===== config.mk =====
export PLATFORM = sky130hd
export DESIGN_NAME = cpu_top
export DESIGN_NICKNAME = d
export VERILOG_FILES = /design/src/logic/bus_pkg.sv /design/src/logic/cpu_types_pkg.sv /design/src/logic/alu.sv /design/src/logic/control_unit.sv /design/src/logic/cpu_top.sv /design/src/logic/datapath.sv /design/src/logic/memory_arbiter.sv /design/src/logic/register_file.sv
export SDC_FILE = /design/constraint.sdc
export NUM_CORES = 2
export LEC_CHECK = 0
export CAP_MARGIN = 20
export CORE_ASPECT_RATIO = 1.2
export CORE_MARGIN = 2
export CORE_UTILIZATION = 25
export CTS_CLUSTER_DIAMETER = 120
export DETAILED_ROUTE_END_ITERATION = 6
export DONT_BUFFER_PORTS = 1
export SYNTH_ARGS = -nofsm -noshare
export SYNTH_HDL_FRONTEND = slang
export SYNTH_SLANG_ARGS = --single-unit
export TNS_END_PERCENT = 30

===== constraint.sdc =====
create_clock -name CLK -period 10.01 [get_ports CLK]
set_input_delay 1.5015 -clock CLK [delete_from_list [all_inputs] [get_ports CLK]]
set_output_delay 1.5015 -clock CLK [all_outputs]
set_load 0.01 [all_outputs]

===== src/logic/bus_pkg.sv =====
package bus_pkg;

	// data word and byte address widths
	localparam int WORD_WIDTH = 32;
	localparam int ADDR_WIDTH = 32;

	// bytes per word
	localparam int WORD_BYTES = 4;

	// byte offset bits inside a word, ignored by memory
	localparam int BYTE_OFFSET = 2;

endpackage


===== src/logic/cpu_types_pkg.sv =====
package cpu_types_pkg;

	// primary opcodes
	localparam logic [5:0] OP_RTYPE = 6'h00;
	localparam logic [5:0] OP_J     = 6'h02;
	localparam logic [5:0] OP_BEQ   = 6'h04;
	localparam logic [5:0] OP_BNE   = 6'h05;
	localparam logic [5:0] OP_ADDIU = 6'h09;
	localparam logic [5:0] OP_ORI   = 6'h0d;
	localparam logic [5:0] OP_LUI   = 6'h0f;
	localparam logic [5:0] OP_LW    = 6'h23;
	localparam logic [5:0] OP_SW    = 6'h2b;
	localparam logic [5:0] OP_HALT  = 6'h3f;

	// function codes, r-type only
	localparam logic [5:0] FN_ADDU = 6'h21;
	localparam logic [5:0] FN_SUBU = 6'h23;
	localparam logic [5:0] FN_AND  = 6'h24;
	localparam logic [5:0] FN_OR   = 6'h25;
	localparam logic [5:0] FN_SLT  = 6'h2a;

	// alu operations
	localparam logic [2:0] ALU_ADD = 3'd0;
	localparam logic [2:0] ALU_SUB = 3'd1;
	localparam logic [2:0] ALU_AND = 3'd2;
	localparam logic [2:0] ALU_OR  = 3'd3;
	localparam logic [2:0] ALU_SLT = 3'd4;
	localparam logic [2:0] ALU_LUI = 3'd5;

	// one instruction word, three field layouts
	typedef union packed {
		struct packed {
			logic [5:0] opcode;
			logic [4:0] rs;
			logic [4:0] rt;
			logic [4:0] rd;
			logic [4:0] shamt;
			logic [5:0] funct;
		} r;
		struct packed {
			logic [5:0]  opcode;
			logic [4:0]  rs;
			logic [4:0]  rt;
			logic [15:0] imm;
		} i;
		struct packed {
			logic [5:0]  opcode;
			logic [25:0] target;
		} j;
	} instr_t;

endpackage


===== src/logic/alu.sv =====
`timescale 1ns/1ps

module alu
	import cpu_types_pkg::*;
(
	input  logic [31:0] a,
	input  logic [31:0] b,
	input  logic [2:0]  op,
	output logic [31:0] result,
	output logic        zero
);

	always_comb begin
		case (op)
			ALU_ADD: result = a + b;
			ALU_SUB: result = a - b;
			ALU_AND: result = a & b;
			ALU_OR:  result = a | b;
			// signed compare
			ALU_SLT: result = {31'd0, $signed(a) < $signed(b)};
			// immediate moves to the upper half
			ALU_LUI: result = {b[15:0], 16'd0};
			default: result = '0;
		endcase
	end

	assign zero = (result == 32'd0);

endmodule


===== src/logic/control_unit.sv =====
`timescale 1ns/1ps

module control_unit
	import cpu_types_pkg::*;
(
	input  instr_t     instr,
	output logic [2:0] alu_op,
	output logic       alu_src_imm,
	output logic       zero_extend,
	output logic       reg_dst_rd,
	output logic       reg_write,
	output logic       mem_read,
	output logic       mem_write,
	output logic       branch,
	output logic       branch_ne,
	output logic       jump,
	output logic       halt_op
);

	always_comb begin
		// defaults make unknown codes a no-op
		alu_op      = ALU_ADD;
		alu_src_imm = 1'b0;
		zero_extend = 1'b0;
		reg_dst_rd  = 1'b0;
		reg_write   = 1'b0;
		mem_read    = 1'b0;
		mem_write   = 1'b0;
		branch      = 1'b0;
		branch_ne   = 1'b0;
		jump        = 1'b0;
		halt_op     = 1'b0;

		case (instr.r.opcode)
			OP_RTYPE: begin
				reg_dst_rd = 1'b1;
				reg_write  = 1'b1;
				case (instr.r.funct)
					FN_ADDU: alu_op = ALU_ADD;
					FN_SUBU: alu_op = ALU_SUB;
					FN_AND:  alu_op = ALU_AND;
					FN_OR:   alu_op = ALU_OR;
					FN_SLT:  alu_op = ALU_SLT;
					default: reg_write = 1'b0;
				endcase
			end
			OP_ADDIU: begin
				alu_src_imm = 1'b1;
				reg_write   = 1'b1;
			end
			OP_ORI: begin
				alu_op      = ALU_OR;
				alu_src_imm = 1'b1;
				zero_extend = 1'b1;
				reg_write   = 1'b1;
			end
			OP_LUI: begin
				alu_op      = ALU_LUI;
				alu_src_imm = 1'b1;
				reg_write   = 1'b1;
			end
			OP_LW: begin
				alu_src_imm = 1'b1;
				reg_write   = 1'b1;
				mem_read    = 1'b1;
			end
			OP_SW: begin
				alu_src_imm = 1'b1;
				mem_write   = 1'b1;
			end
			// branches compare rs and rt through a subtract
			OP_BEQ: begin
				alu_op = ALU_SUB;
				branch = 1'b1;
			end
			OP_BNE: begin
				alu_op    = ALU_SUB;
				branch    = 1'b1;
				branch_ne = 1'b1;
			end
			OP_J:    jump = 1'b1;
			OP_HALT: halt_op = 1'b1;
			default: ;
		endcase
	end

endmodule


===== src/logic/cpu_top.sv =====
`timescale 1ns/1ps

module cpu_top
	import bus_pkg::*;
#(
	parameter logic [31:0] PC_INIT = 32'h0
) (
	input  logic                  CLK,
	input  logic                  nRST,
	output logic                  halt,
	output logic                  wb_cyc,
	output logic                  wb_stb,
	output logic                  wb_we,
	output logic [ADDR_WIDTH-1:0] wb_adr,
	output logic [WORD_WIDTH-1:0] wb_dat_w,
	input  logic [WORD_WIDTH-1:0] wb_dat_r,
	input  logic                  wb_ack
);

	logic                  imem_ren, ihit, dmem_ren, dmem_wen, dhit;
	logic [ADDR_WIDTH-1:0] imem_addr, dmem_addr;
	logic [WORD_WIDTH-1:0] imem_load, dmem_load, dmem_store;

	datapath #(
		.PC_INIT (PC_INIT)
	) u_datapath (
		.CLK        (CLK),
		.nRST       (nRST),
		.imem_ren   (imem_ren),
		.imem_addr  (imem_addr),
		.imem_load  (imem_load),
		.ihit       (ihit),
		.dmem_ren   (dmem_ren),
		.dmem_wen   (dmem_wen),
		.dmem_addr  (dmem_addr),
		.dmem_store (dmem_store),
		.dmem_load  (dmem_load),
		.dhit       (dhit),
		.halt       (halt)
	);

	memory_arbiter u_memory_arbiter (
		.CLK        (CLK),
		.nRST       (nRST),
		.imem_ren   (imem_ren),
		.imem_addr  (imem_addr),
		.imem_load  (imem_load),
		.ihit       (ihit),
		.dmem_ren   (dmem_ren),
		.dmem_wen   (dmem_wen),
		.dmem_addr  (dmem_addr),
		.dmem_store (dmem_store),
		.dmem_load  (dmem_load),
		.dhit       (dhit),
		.wb_cyc     (wb_cyc),
		.wb_stb     (wb_stb),
		.wb_we      (wb_we),
		.wb_adr     (wb_adr),
		.wb_dat_w   (wb_dat_w),
		.wb_dat_r   (wb_dat_r),
		.wb_ack     (wb_ack)
	);

endmodule


===== src/logic/datapath.sv =====
`timescale 1ns/1ps

module datapath
	import cpu_types_pkg::*;
	import bus_pkg::*;
#(
	parameter logic [31:0] PC_INIT = 32'h0
) (
	input  logic        CLK,
	input  logic        nRST,
	output logic        imem_ren,
	output logic [31:0] imem_addr,
	input  logic [31:0] imem_load,
	input  logic        ihit,
	output logic        dmem_ren,
	output logic        dmem_wen,
	output logic [31:0] dmem_addr,
	output logic [31:0] dmem_store,
	input  logic [31:0] dmem_load,
	input  logic        dhit,
	output logic        halt
);

	localparam logic [1:0] S_FETCH   = 2'd0;
	localparam logic [1:0] S_EXECUTE = 2'd1;
	localparam logic [1:0] S_MEMORY  = 2'd2;
	localparam logic [1:0] S_HALTED  = 2'd3;

	logic [1:0]  state, next_state;
	logic [31:0] pc, next_pc, pc_plus4;
	instr_t      ir;

	logic [2:0]  alu_op;
	logic        alu_src_imm, zero_extend, reg_dst_rd, reg_write;
	logic        mem_read, mem_write, branch, branch_ne, jump, halt_op;

	logic [31:0] rdat1, rdat2, imm_ext, alu_b, alu_result, wdat;
	logic        alu_zero, taken, pc_wen, rf_wen;
	logic [4:0]  wsel;

	register_file u_register_file (
		.CLK   (CLK),
		.nRST  (nRST),
		.rsel1 (ir.r.rs),
		.rsel2 (ir.r.rt),
		.wsel  (wsel),
		.wen   (rf_wen),
		.wdat  (wdat),
		.rdat1 (rdat1),
		.rdat2 (rdat2)
	);

	control_unit u_control_unit (
		.instr       (ir),
		.alu_op      (alu_op),
		.alu_src_imm (alu_src_imm),
		.zero_extend (zero_extend),
		.reg_dst_rd  (reg_dst_rd),
		.reg_write   (reg_write),
		.mem_read    (mem_read),
		.mem_write   (mem_write),
		.branch      (branch),
		.branch_ne   (branch_ne),
		.jump        (jump),
		.halt_op     (halt_op)
	);

	assign imm_ext = zero_extend ? {16'd0, ir.i.imm} : {{16{ir.i.imm[15]}}, ir.i.imm};
	assign alu_b   = alu_src_imm ? imm_ext : rdat2;

	alu u_alu (
		.a      (rdat1),
		.b      (alu_b),
		.op     (alu_op),
		.result (alu_result),
		.zero   (alu_zero)
	);

	// next pc selection
	assign pc_plus4 = pc + WORD_BYTES;
	assign taken    = branch && (alu_zero ^ branch_ne);
	always_comb begin
		if (jump)
			next_pc = {pc_plus4[31:28], ir.j.target, {BYTE_OFFSET{1'b0}}};
		else if (taken)
			next_pc = pc_plus4 + (imm_ext << BYTE_OFFSET);
		else
			next_pc = pc_plus4;
	end

	// memory ops finish on dhit, everything else at execute
	assign pc_wen = (state == S_EXECUTE && !mem_read && !mem_write && !halt_op) ||
		(state == S_MEMORY && dhit);
	assign rf_wen = reg_write && ((state == S_EXECUTE && !mem_read) ||
		(state == S_MEMORY && dhit));
	assign wsel   = reg_dst_rd ? ir.r.rd : ir.r.rt;
	assign wdat   = mem_read ? dmem_load : alu_result;

	always_comb begin
		next_state = state;
		case (state)
			S_FETCH:   if (ihit) next_state = S_EXECUTE;
			S_EXECUTE: begin
				if (halt_op)
					next_state = S_HALTED;
				else if (mem_read || mem_write)
					next_state = S_MEMORY;
				else
					next_state = S_FETCH;
			end
			S_MEMORY:  if (dhit) next_state = S_FETCH;
			default:   next_state = S_HALTED;
		endcase
	end

	always_ff @(posedge CLK, negedge nRST) begin
		if (!nRST) begin
			state <= S_FETCH;
			pc    <= PC_INIT;
		end else begin
			state <= next_state;
			if (pc_wen)
				pc <= next_pc;
		end
	end

	// instruction register
	always_ff @(posedge CLK) begin
		if (state == S_FETCH && ihit)
			ir <= imem_load;
	end

	assign imem_ren   = (state == S_FETCH);
	assign imem_addr  = pc;
	assign dmem_ren   = (state == S_MEMORY) && mem_read;
	assign dmem_wen   = (state == S_MEMORY) && mem_write;
	assign dmem_addr  = alu_result;
	assign dmem_store = rdat2;
	assign halt       = (state == S_HALTED);

endmodule


===== src/logic/memory_arbiter.sv =====
`timescale 1ns/1ps

module memory_arbiter
	import bus_pkg::*;
(
	input  logic                  CLK,
	input  logic                  nRST,
	input  logic                  imem_ren,
	input  logic [ADDR_WIDTH-1:0] imem_addr,
	output logic [WORD_WIDTH-1:0] imem_load,
	output logic                  ihit,
	input  logic                  dmem_ren,
	input  logic                  dmem_wen,
	input  logic [ADDR_WIDTH-1:0] dmem_addr,
	input  logic [WORD_WIDTH-1:0] dmem_store,
	output logic [WORD_WIDTH-1:0] dmem_load,
	output logic                  dhit,
	output logic                  wb_cyc,
	output logic                  wb_stb,
	output logic                  wb_we,
	output logic [ADDR_WIDTH-1:0] wb_adr,
	output logic [WORD_WIDTH-1:0] wb_dat_w,
	input  logic [WORD_WIDTH-1:0] wb_dat_r,
	input  logic                  wb_ack
);

	logic busy;
	// set while the running cycle belongs to the data side
	logic data_sel;

	always_ff @(posedge CLK, negedge nRST) begin
		if (!nRST) begin
			busy     <= 1'b0;
			data_sel <= 1'b0;
			wb_we    <= 1'b0;
		end else if (!busy) begin
			if (dmem_ren || dmem_wen) begin
				busy     <= 1'b1;
				data_sel <= 1'b1;
				wb_we    <= dmem_wen;
			end else if (imem_ren) begin
				busy     <= 1'b1;
				data_sel <= 1'b0;
				wb_we    <= 1'b0;
			end
		end else if (wb_ack) begin
			// cycle done, idle for at least one clock
			busy  <= 1'b0;
			wb_we <= 1'b0;
		end
	end

	// address and write data held for the whole cycle
	always_ff @(posedge CLK) begin
		if (!busy) begin
			wb_adr   <= (dmem_ren || dmem_wen) ? dmem_addr : imem_addr;
			wb_dat_w <= dmem_store;
		end
	end

	assign wb_cyc    = busy;
	assign wb_stb    = busy;
	assign ihit      = busy && !data_sel && wb_ack;
	assign dhit      = busy && data_sel && wb_ack;
	assign imem_load = wb_dat_r;
	assign dmem_load = wb_dat_r;

endmodule


===== src/logic/register_file.sv =====
`timescale 1ns/1ps

module register_file (
	input  logic        CLK,
	input  logic        nRST,
	input  logic [4:0]  rsel1,
	input  logic [4:0]  rsel2,
	input  logic [4:0]  wsel,
	input  logic        wen,
	input  logic [31:0] wdat,
	output logic [31:0] rdat1,
	output logic [31:0] rdat2
);

	logic [31:0] regs [32];

	// register 0 is never written, so it stays zero after reset
	always_ff @(posedge CLK, negedge nRST) begin
		if (!nRST) begin
			for (int k = 0; k < 32; k++) begin
				regs[k] <= '0;
			end
		end else if (wen && (wsel != 5'd0)) begin
			regs[wsel] <= wdat;
		end
	end

	// combinational reads
	assign rdat1 = regs[rsel1];
	assign rdat2 = regs[rsel2];

endmodule


* Yosys cells after proc, flatten, opt, wreduce, memory -nomap -nowiden
Cells that the tools add are included.
Widths: inputs -> output; s select.
** Word-level totals
- Memory bits (read-only) :: 0
- Bits in latches :: 0
- Memories kept :: 0
- Register bits after elaboration :: 1157
- Bits of input ports :: 35
- Output and inout port bits :: 68
- Memory bits (writable) :: 0
** Operators by class
- Mux-type cells :: 44
- Magnitude comparators :: 5
- Equal/unequal tests :: 25
- $mul :: 0
- Divide/modulo/power cells :: 0
- $add $sub $neg :: 4
- Bitwise gates (word level) :: 7
- Shifts and indexed selects :: 0
- Reduce and logical (&&, ||, !) cells :: 37
** Operators by type and width (number)
- $bwmux 1024 :: 1
- $mux 32 :: 11
- $bmux 32 s5 :: 2
- $pmux 32 s6 :: 1
- $demux 32 s5 :: 1
- $add 32x32->32 :: 2
- $eq 6x6->1 const B :: 8
- $add 32x3->32 const B :: 1
- $and 32x32->32 :: 1
- $logic_not 32->1 :: 1
- $lt 32x32->1 :: 1
- $or 32x32->32 :: 1
- $sub 32x32->32 :: 1
- $pmux 3 s4 :: 2
- $mux 1 :: 19
- $eq 6x4->1 const B :: 3
- $ge 6x6->1 const B :: 3
- $not 5->6 :: 3
- $logic_and 1x1->1 :: 15
- $eq 6x3->1 const B :: 2
- $reduce_or 5->1 :: 2
- $mux 2 :: 4
- $eq 3x2->1 const B :: 2
- $eq 3x3->1 const B :: 2
- other kinds (23) :: 33

* Longest topological paths before layout
- Depth after elaboration :: 12
- Gate-level depth with buffers :: 30

* By module
From an unflattened synthesis, not the netlist that was laid out.
** Unflattened totals
- Cells, all modules :: 6301
- Area, all modules :: 70371.2 um^2
** Modules (own cells, without submodules)
- register_file :: times used 1, area an instance 55942.4 um^2, cells an instance 4601
- datapath :: times used 1, area an instance 5711.7 um^2, cells an instance 654
- alu :: times used 1, area an instance 5484.0 um^2, cells an instance 824
- memory_arbiter :: times used 1, area an instance 2967.8 um^2, cells an instance 180
- control_unit :: times used 1, area an instance 265.3 um^2, cells an instance 42

* Worst setup path before layout
OpenSTA, ideal clock, no wires.
- Path kind :: register to register
- Start :: register u_datapath.ir[16] (netlist bit)
- End :: register u_datapath.pc[10], in the netlist u_datapath.imem_addr[10]
- Data required time :: 9.873 ns
- Clock period less this slack :: 7.778 ns
- Arrival :: 7.641 ns
- Stages on the path, launching flop included :: 29
- Path buffers :: 9
- Library setup time :: 0.137 ns
- Setup slack :: 2.232 ns
- Cells stage by stage :: edfxtp_1 -> clkbuf_1 -> clkbuf_1 -> buf_1 -> clkbuf_1 -> buf_1 -> clkbuf_1 -> mux2i_1 -> a22oi_1 -> a31oi_1 -> nand3_1 -> o21a_1 -> ha_1 -> clkbuf_1 -> nand2_1 -> or3_1 -> o21ai_1 -> a41oi_1 -> o41ai_1 -> mux2_2 -> nor3_1 -> nand4_1 -> or4_4 -> nor3_4 -> mux2i_1 -> buf_4 -> buf_6 -> mux2i_1 -> a21oi_1
** On the way
- Longest elaborated chain between the ends :: 12
- Elaborated cells on any way between the ends :: 16
** RTL lines
- start: declaration :: RTL line datapath.sv:31 : instr_t ir;
- start signal: assignment :: RTL line datapath.sv:130 : ir <= imem_load;
- $not 5->6 (not written as such) (*) :: RTL line register_file.sv:30 : assign rdat2 = regs[rsel2];
- $bmux 32 s5 (*) :: RTL line register_file.sv:30
- $mux 32 (not written as such) (*) (2 in a row) :: RTL line register_file.sv:30
- named net dmem_store[10] :: RTL line cpu_top.sv:22 : logic [WORD_WIDTH-1:0] imem_load, dmem_load, dmem_store;
- $mux 32 (*) :: RTL line datapath.sv:69 : assign alu_b = alu_src_imm ? imm_ext : rdat2;
- $sub 32x32->32, or another cell as far along :: RTL line alu.sv:16 : ALU_SUB: result = a - b;
- $pmux 32 s6 (*) :: RTL line alu.sv:14 : case (op)
- $logic_not 32->1 (*) :: RTL line alu.sv:27 : assign zero = (result == 32'd0);
- $xor 1x1->1 (*) :: RTL line datapath.sv:81 : assign taken = branch && (alu_zero ^ branch_ne);
- $logic_and 1x1->1 (*) :: RTL line datapath.sv:81
- $mux 32 (*) :: RTL line datapath.sv:85 : else if (taken)
- $mux 32 (*) :: RTL line datapath.sv:83 : if (jump)
- end signal: assignment :: RTL line datapath.sv:123 : pc <= next_pc;
- end: declaration :: RTL line datapath.sv:30 : logic [31:0] pc, next_pc, pc_plus4;
The timed path passes the listed nets; every way through them passes the cells marked *. The select of a mux whose other input is x is not followed.
A chain may end at the register's enable or synchronous reset.

* Worst setup path in the final report
- Start :: register u_datapath.ir[18] (netlist bit)
- End :: register u_datapath.pc[8], in the netlist u_datapath.imem_addr[8]
The elaborated chain is that of the path after synthesis.

==> impl_metrics.toml <==
[clocking]
cts_resized = 0
clock_latency_ns = 0.77
cts_tree = "done"
root_buffer = "clkbuf_16"
cts_setup_buffers = 0
htreeDepth = 3
numClockSinks = 1155
clk_path_buf_depth = 3
hold_buffers = 0
clkTransAtPathRegs_ns = 0.07
cts_made_buffers = 107

[finish]
final_common_cell = "nand2_1"
final_nets = 5757
final_area_sq_mm = 0.0733
layout-drive-gt1-share_pct = 20.1
fin_util_pct = 28.2
final_cell_mix = "1,065 x nand2_1, 1,059 x dfrtp_1, 1,042 x o21ai_0, 618 x mux4_2, 181 x inv_1"
syn2layout_area_growth_pct = 12.6

[sta]
drv_slew = 0
finalCritPeriodShare_pct = 87.8
finalCriticalPeriod_ns = 8.78
rsz0062_at_grt = "false"
hold_ws_ns = 0.393
tightest_slew_ns = 1.27
max_slew_margin_pct = 15.2
clock_skew_ns = 0.0453
max_freq_mhz = 114
tns_ns = 0
setup_slack_ns = 1.23
timing_hold_violations_final = 0
setup_viol = 0

[global_routing]
grt_start_max_net_pins = 274
gr-total-overflow = 0
grt_pass1_wl_mm = 329
grt_use_total_pct = 16.6
grt_antenna_before_repair = 11
grt_pass1_vias = 47900

[yosys]
ys_seq_area_share_pct = 45.1
syn_area_sq_mm = 0.0651
synth_edf_count = 96
yosys_warnings = 0
ys.flop_type = "dfrtp_1"
yosysUniqueCellTypes = 95
synth_fp_nets = 6039
avgSynthCellArea_sq_um = 11.1
synth_cells = 5871
synth-seq-cells = 1155
synthArstFlopShare_pct = 91.7

[worst_setup_path]
worstPathCellList = "inv_4 > buf_4 > mux4_2 > mux2_2 > mux2i_1 > ha_1 > nor2b_1 > o31ai_1 > nand3_1 > a21o_1 > a211oi_1 > nor4_1 > a31oi_1 > nor4bb_1 > nand4_1 > or4_4 > nor3_4 > mux2i_4 > buf_4 > mux2i_1 > a21oi_1"
end_kind = "register"
cp-start-kind = "register"
worstPathRequired_ns = 10.63
crit_buf_inv = 3
crit_fanout = 29
crit_type = "reg2reg"
critPathTopFamily = "simple AND/OR/NAND/NOR gates"
cpPeakStageDelay_ns = 0.75
crit_slowest_cell = "nor4bb_1"
arrival_ns = 9.40

[floorplan]
rows = 205
dieArea_sq_mm = 0.265
fp.dieW_microns = 470
die_h_microns = 563
core_area_sq_mm = 0.260
initial_core_util_pct = 25.1
pin_count = 103

[pwr]
p_sw_mw = 4.06
sw_frac_of_total_pct = 32.0
power.density_mw_per_mm2 = 173
clockPowerShare_pct = 36.6
pwr-share-seq_pct = 42.0
pwr-share-comb_pct = 21.3
p_int_mw = 8.63
power.leakage_nw = 29.8
ir_worst_vdd_v = 0.000153

[worst_hold_path]
hold_class = "reg2reg"

[route]
postRouteAntennaNets = 0
wire_per_inst_microns = 24.7
vias_per_cell = 5.29
drc = 0
drt_pass1_iterations = 7
vias = 48200
drt-initial-drc-count = 5426
routed_wl_mm = 225

[place]
place_hpwl_mm = 142
io_buffer_count = 0
place_area_sq_mm = 0.0692
dp_slack_ns = 1.33
gp_congestion = 1.00

[flow_run]
maxCapViolCount = 0

[outcome]
status = "complete, no violations"
[flip-flops by register name, summed over array words and instances, names as in the netlist]
| signal | count |
|---|---|
| u_datapath.u_register_file.regs | 1024 |
| u_datapath.ir | 32 |
| u_memory_arbiter.wb_adr | 32 |
| u_memory_arbiter.wb_dat_w | 32 |
| u_datapath.imem_addr | 30 |
| u_datapath.state | 2 |
| u_memory_arbiter.data_sel | 1 |
| u_memory_arbiter.wb_cyc | 1 |
| u_memory_arbiter.wb_we | 1 |
[kinds of logic (layout without fill, tap and decap cells)]
group | after synthesis | in the layout | synth area share [%]
AOI/OAI and AO/OA | 1449 | 1449 | 12.3
DFF | 1155 | 1155 | 45.1
muxes | 843 | 843 | 25.0
adders and majority gates | 133 | 133 | 2.59
buffers and inverters | 724 | 535 | 4.24
xor gates and xnor gates | 76 | 76 | 1.03
other | 0 | 11 | 0
and+or+nand+nor | 1491 | 1491 | 9.65
[routing by layer]
metal / global-route usage [%] / wire length (microns)
met3: 2.85 / 18100
met4: 8.62 / 12100
met1: 20.9 / 87700
met5: 0 / 20
met2: 27.3 / 107000
[layout make-up]
type                            instances  area (sq um)
Tap cell                             3415          4270
Clock buffer                          145          3110
Fill cell                           26500        186000
Inverter                              184           693
Antenna cell                           11          27.5
Timing Repair Buffer                  149          1530
Multi-Input combinational cell       3992         33400
Clock inverter                         57           887
Sequential cell                      1155         29400
[cell usage after synthesis (21+ instances only)]
master    instances  area share [%]
nand2_1        1090             6.3
nor2b_1          21            0.20
nand4_1          23            0.22
or3_1            27            0.26
buf_1            64            0.37
mux2i_1         137             2.1
edfxtp_1         96             4.4
xnor2_1          54            0.73
mux4_2          618              21
o21ai_0        1056             8.1
dfrtp_1        1059              41
nand2b_1         27            0.26
xor2_1           21            0.28
ha_1            130             2.5
a211oi_1         25            0.29
o31ai_1          25            0.29
nor3_1           42            0.32
a21oi_1         131             1.0
o21a_1           22            0.25
mux2_2           85             1.5
a31oi_1          22            0.21
nand3_1          49            0.38
inv_1           182             1.0
clkbuf_1        463             2.7
nor2_1          130            0.75
[power groups by stage]
stage          registers [mW]  clock network, mW  logic (mW)
2_1_floorplan            5.26                  0        1.80
3_3_place_gp             5.41                  0        2.63
3_5_place_dp             5.41                  0        2.65
4_1_cts                  5.33               4.71        2.66
5_1_grt                  5.35               4.88        2.91
6_report                 5.33               4.65        2.71
[per-stage QoR]
stage,std cells,total power [mW]
2_1_floorplan,5871,7.06
3_3_place_gp,8884,8.03
3_5_place_dp,8890,8.07
4_1_cts,9092,12.7
5_1_grt,9106,13.1
6_report,9108,12.7
[final timing paths]
kind	start	end	slack [ns]	depth (start not counted)
setup reg to reg	u_datapath.ir[18]$_DFFE_PP_	u_datapath.imem_addr[8]$_DFFE_PN0N_	1.23	21
max in group asynchronous	nRST	u_datapath.u_register_file.regs[1001]$_DFFE_PN0P_	5.95	4
min in group asynchronous	nRST	u_datapath.u_register_file.regs[1020]$_DFFE_PN0P_	0.42	0
setup / recovery	u_datapath.ir[18]$_DFFE_PP_	u_datapath.imem_addr[8]$_DFFE_PN0N_	1.23	21
hold / removal	u_datapath.u_register_file.regs[1021]$_DFFE_PN0P_	u_datapath.u_register_file.regs[1021]$_DFFE_PN0P_	0.39	0
hold reg to reg	u_datapath.u_register_file.regs[1021]$_DFFE_PN0P_	u_datapath.u_register_file.regs[1021]$_DFFE_PN0P_	0.39	0
Note: power is estimated with default switching activity, not from simulation.
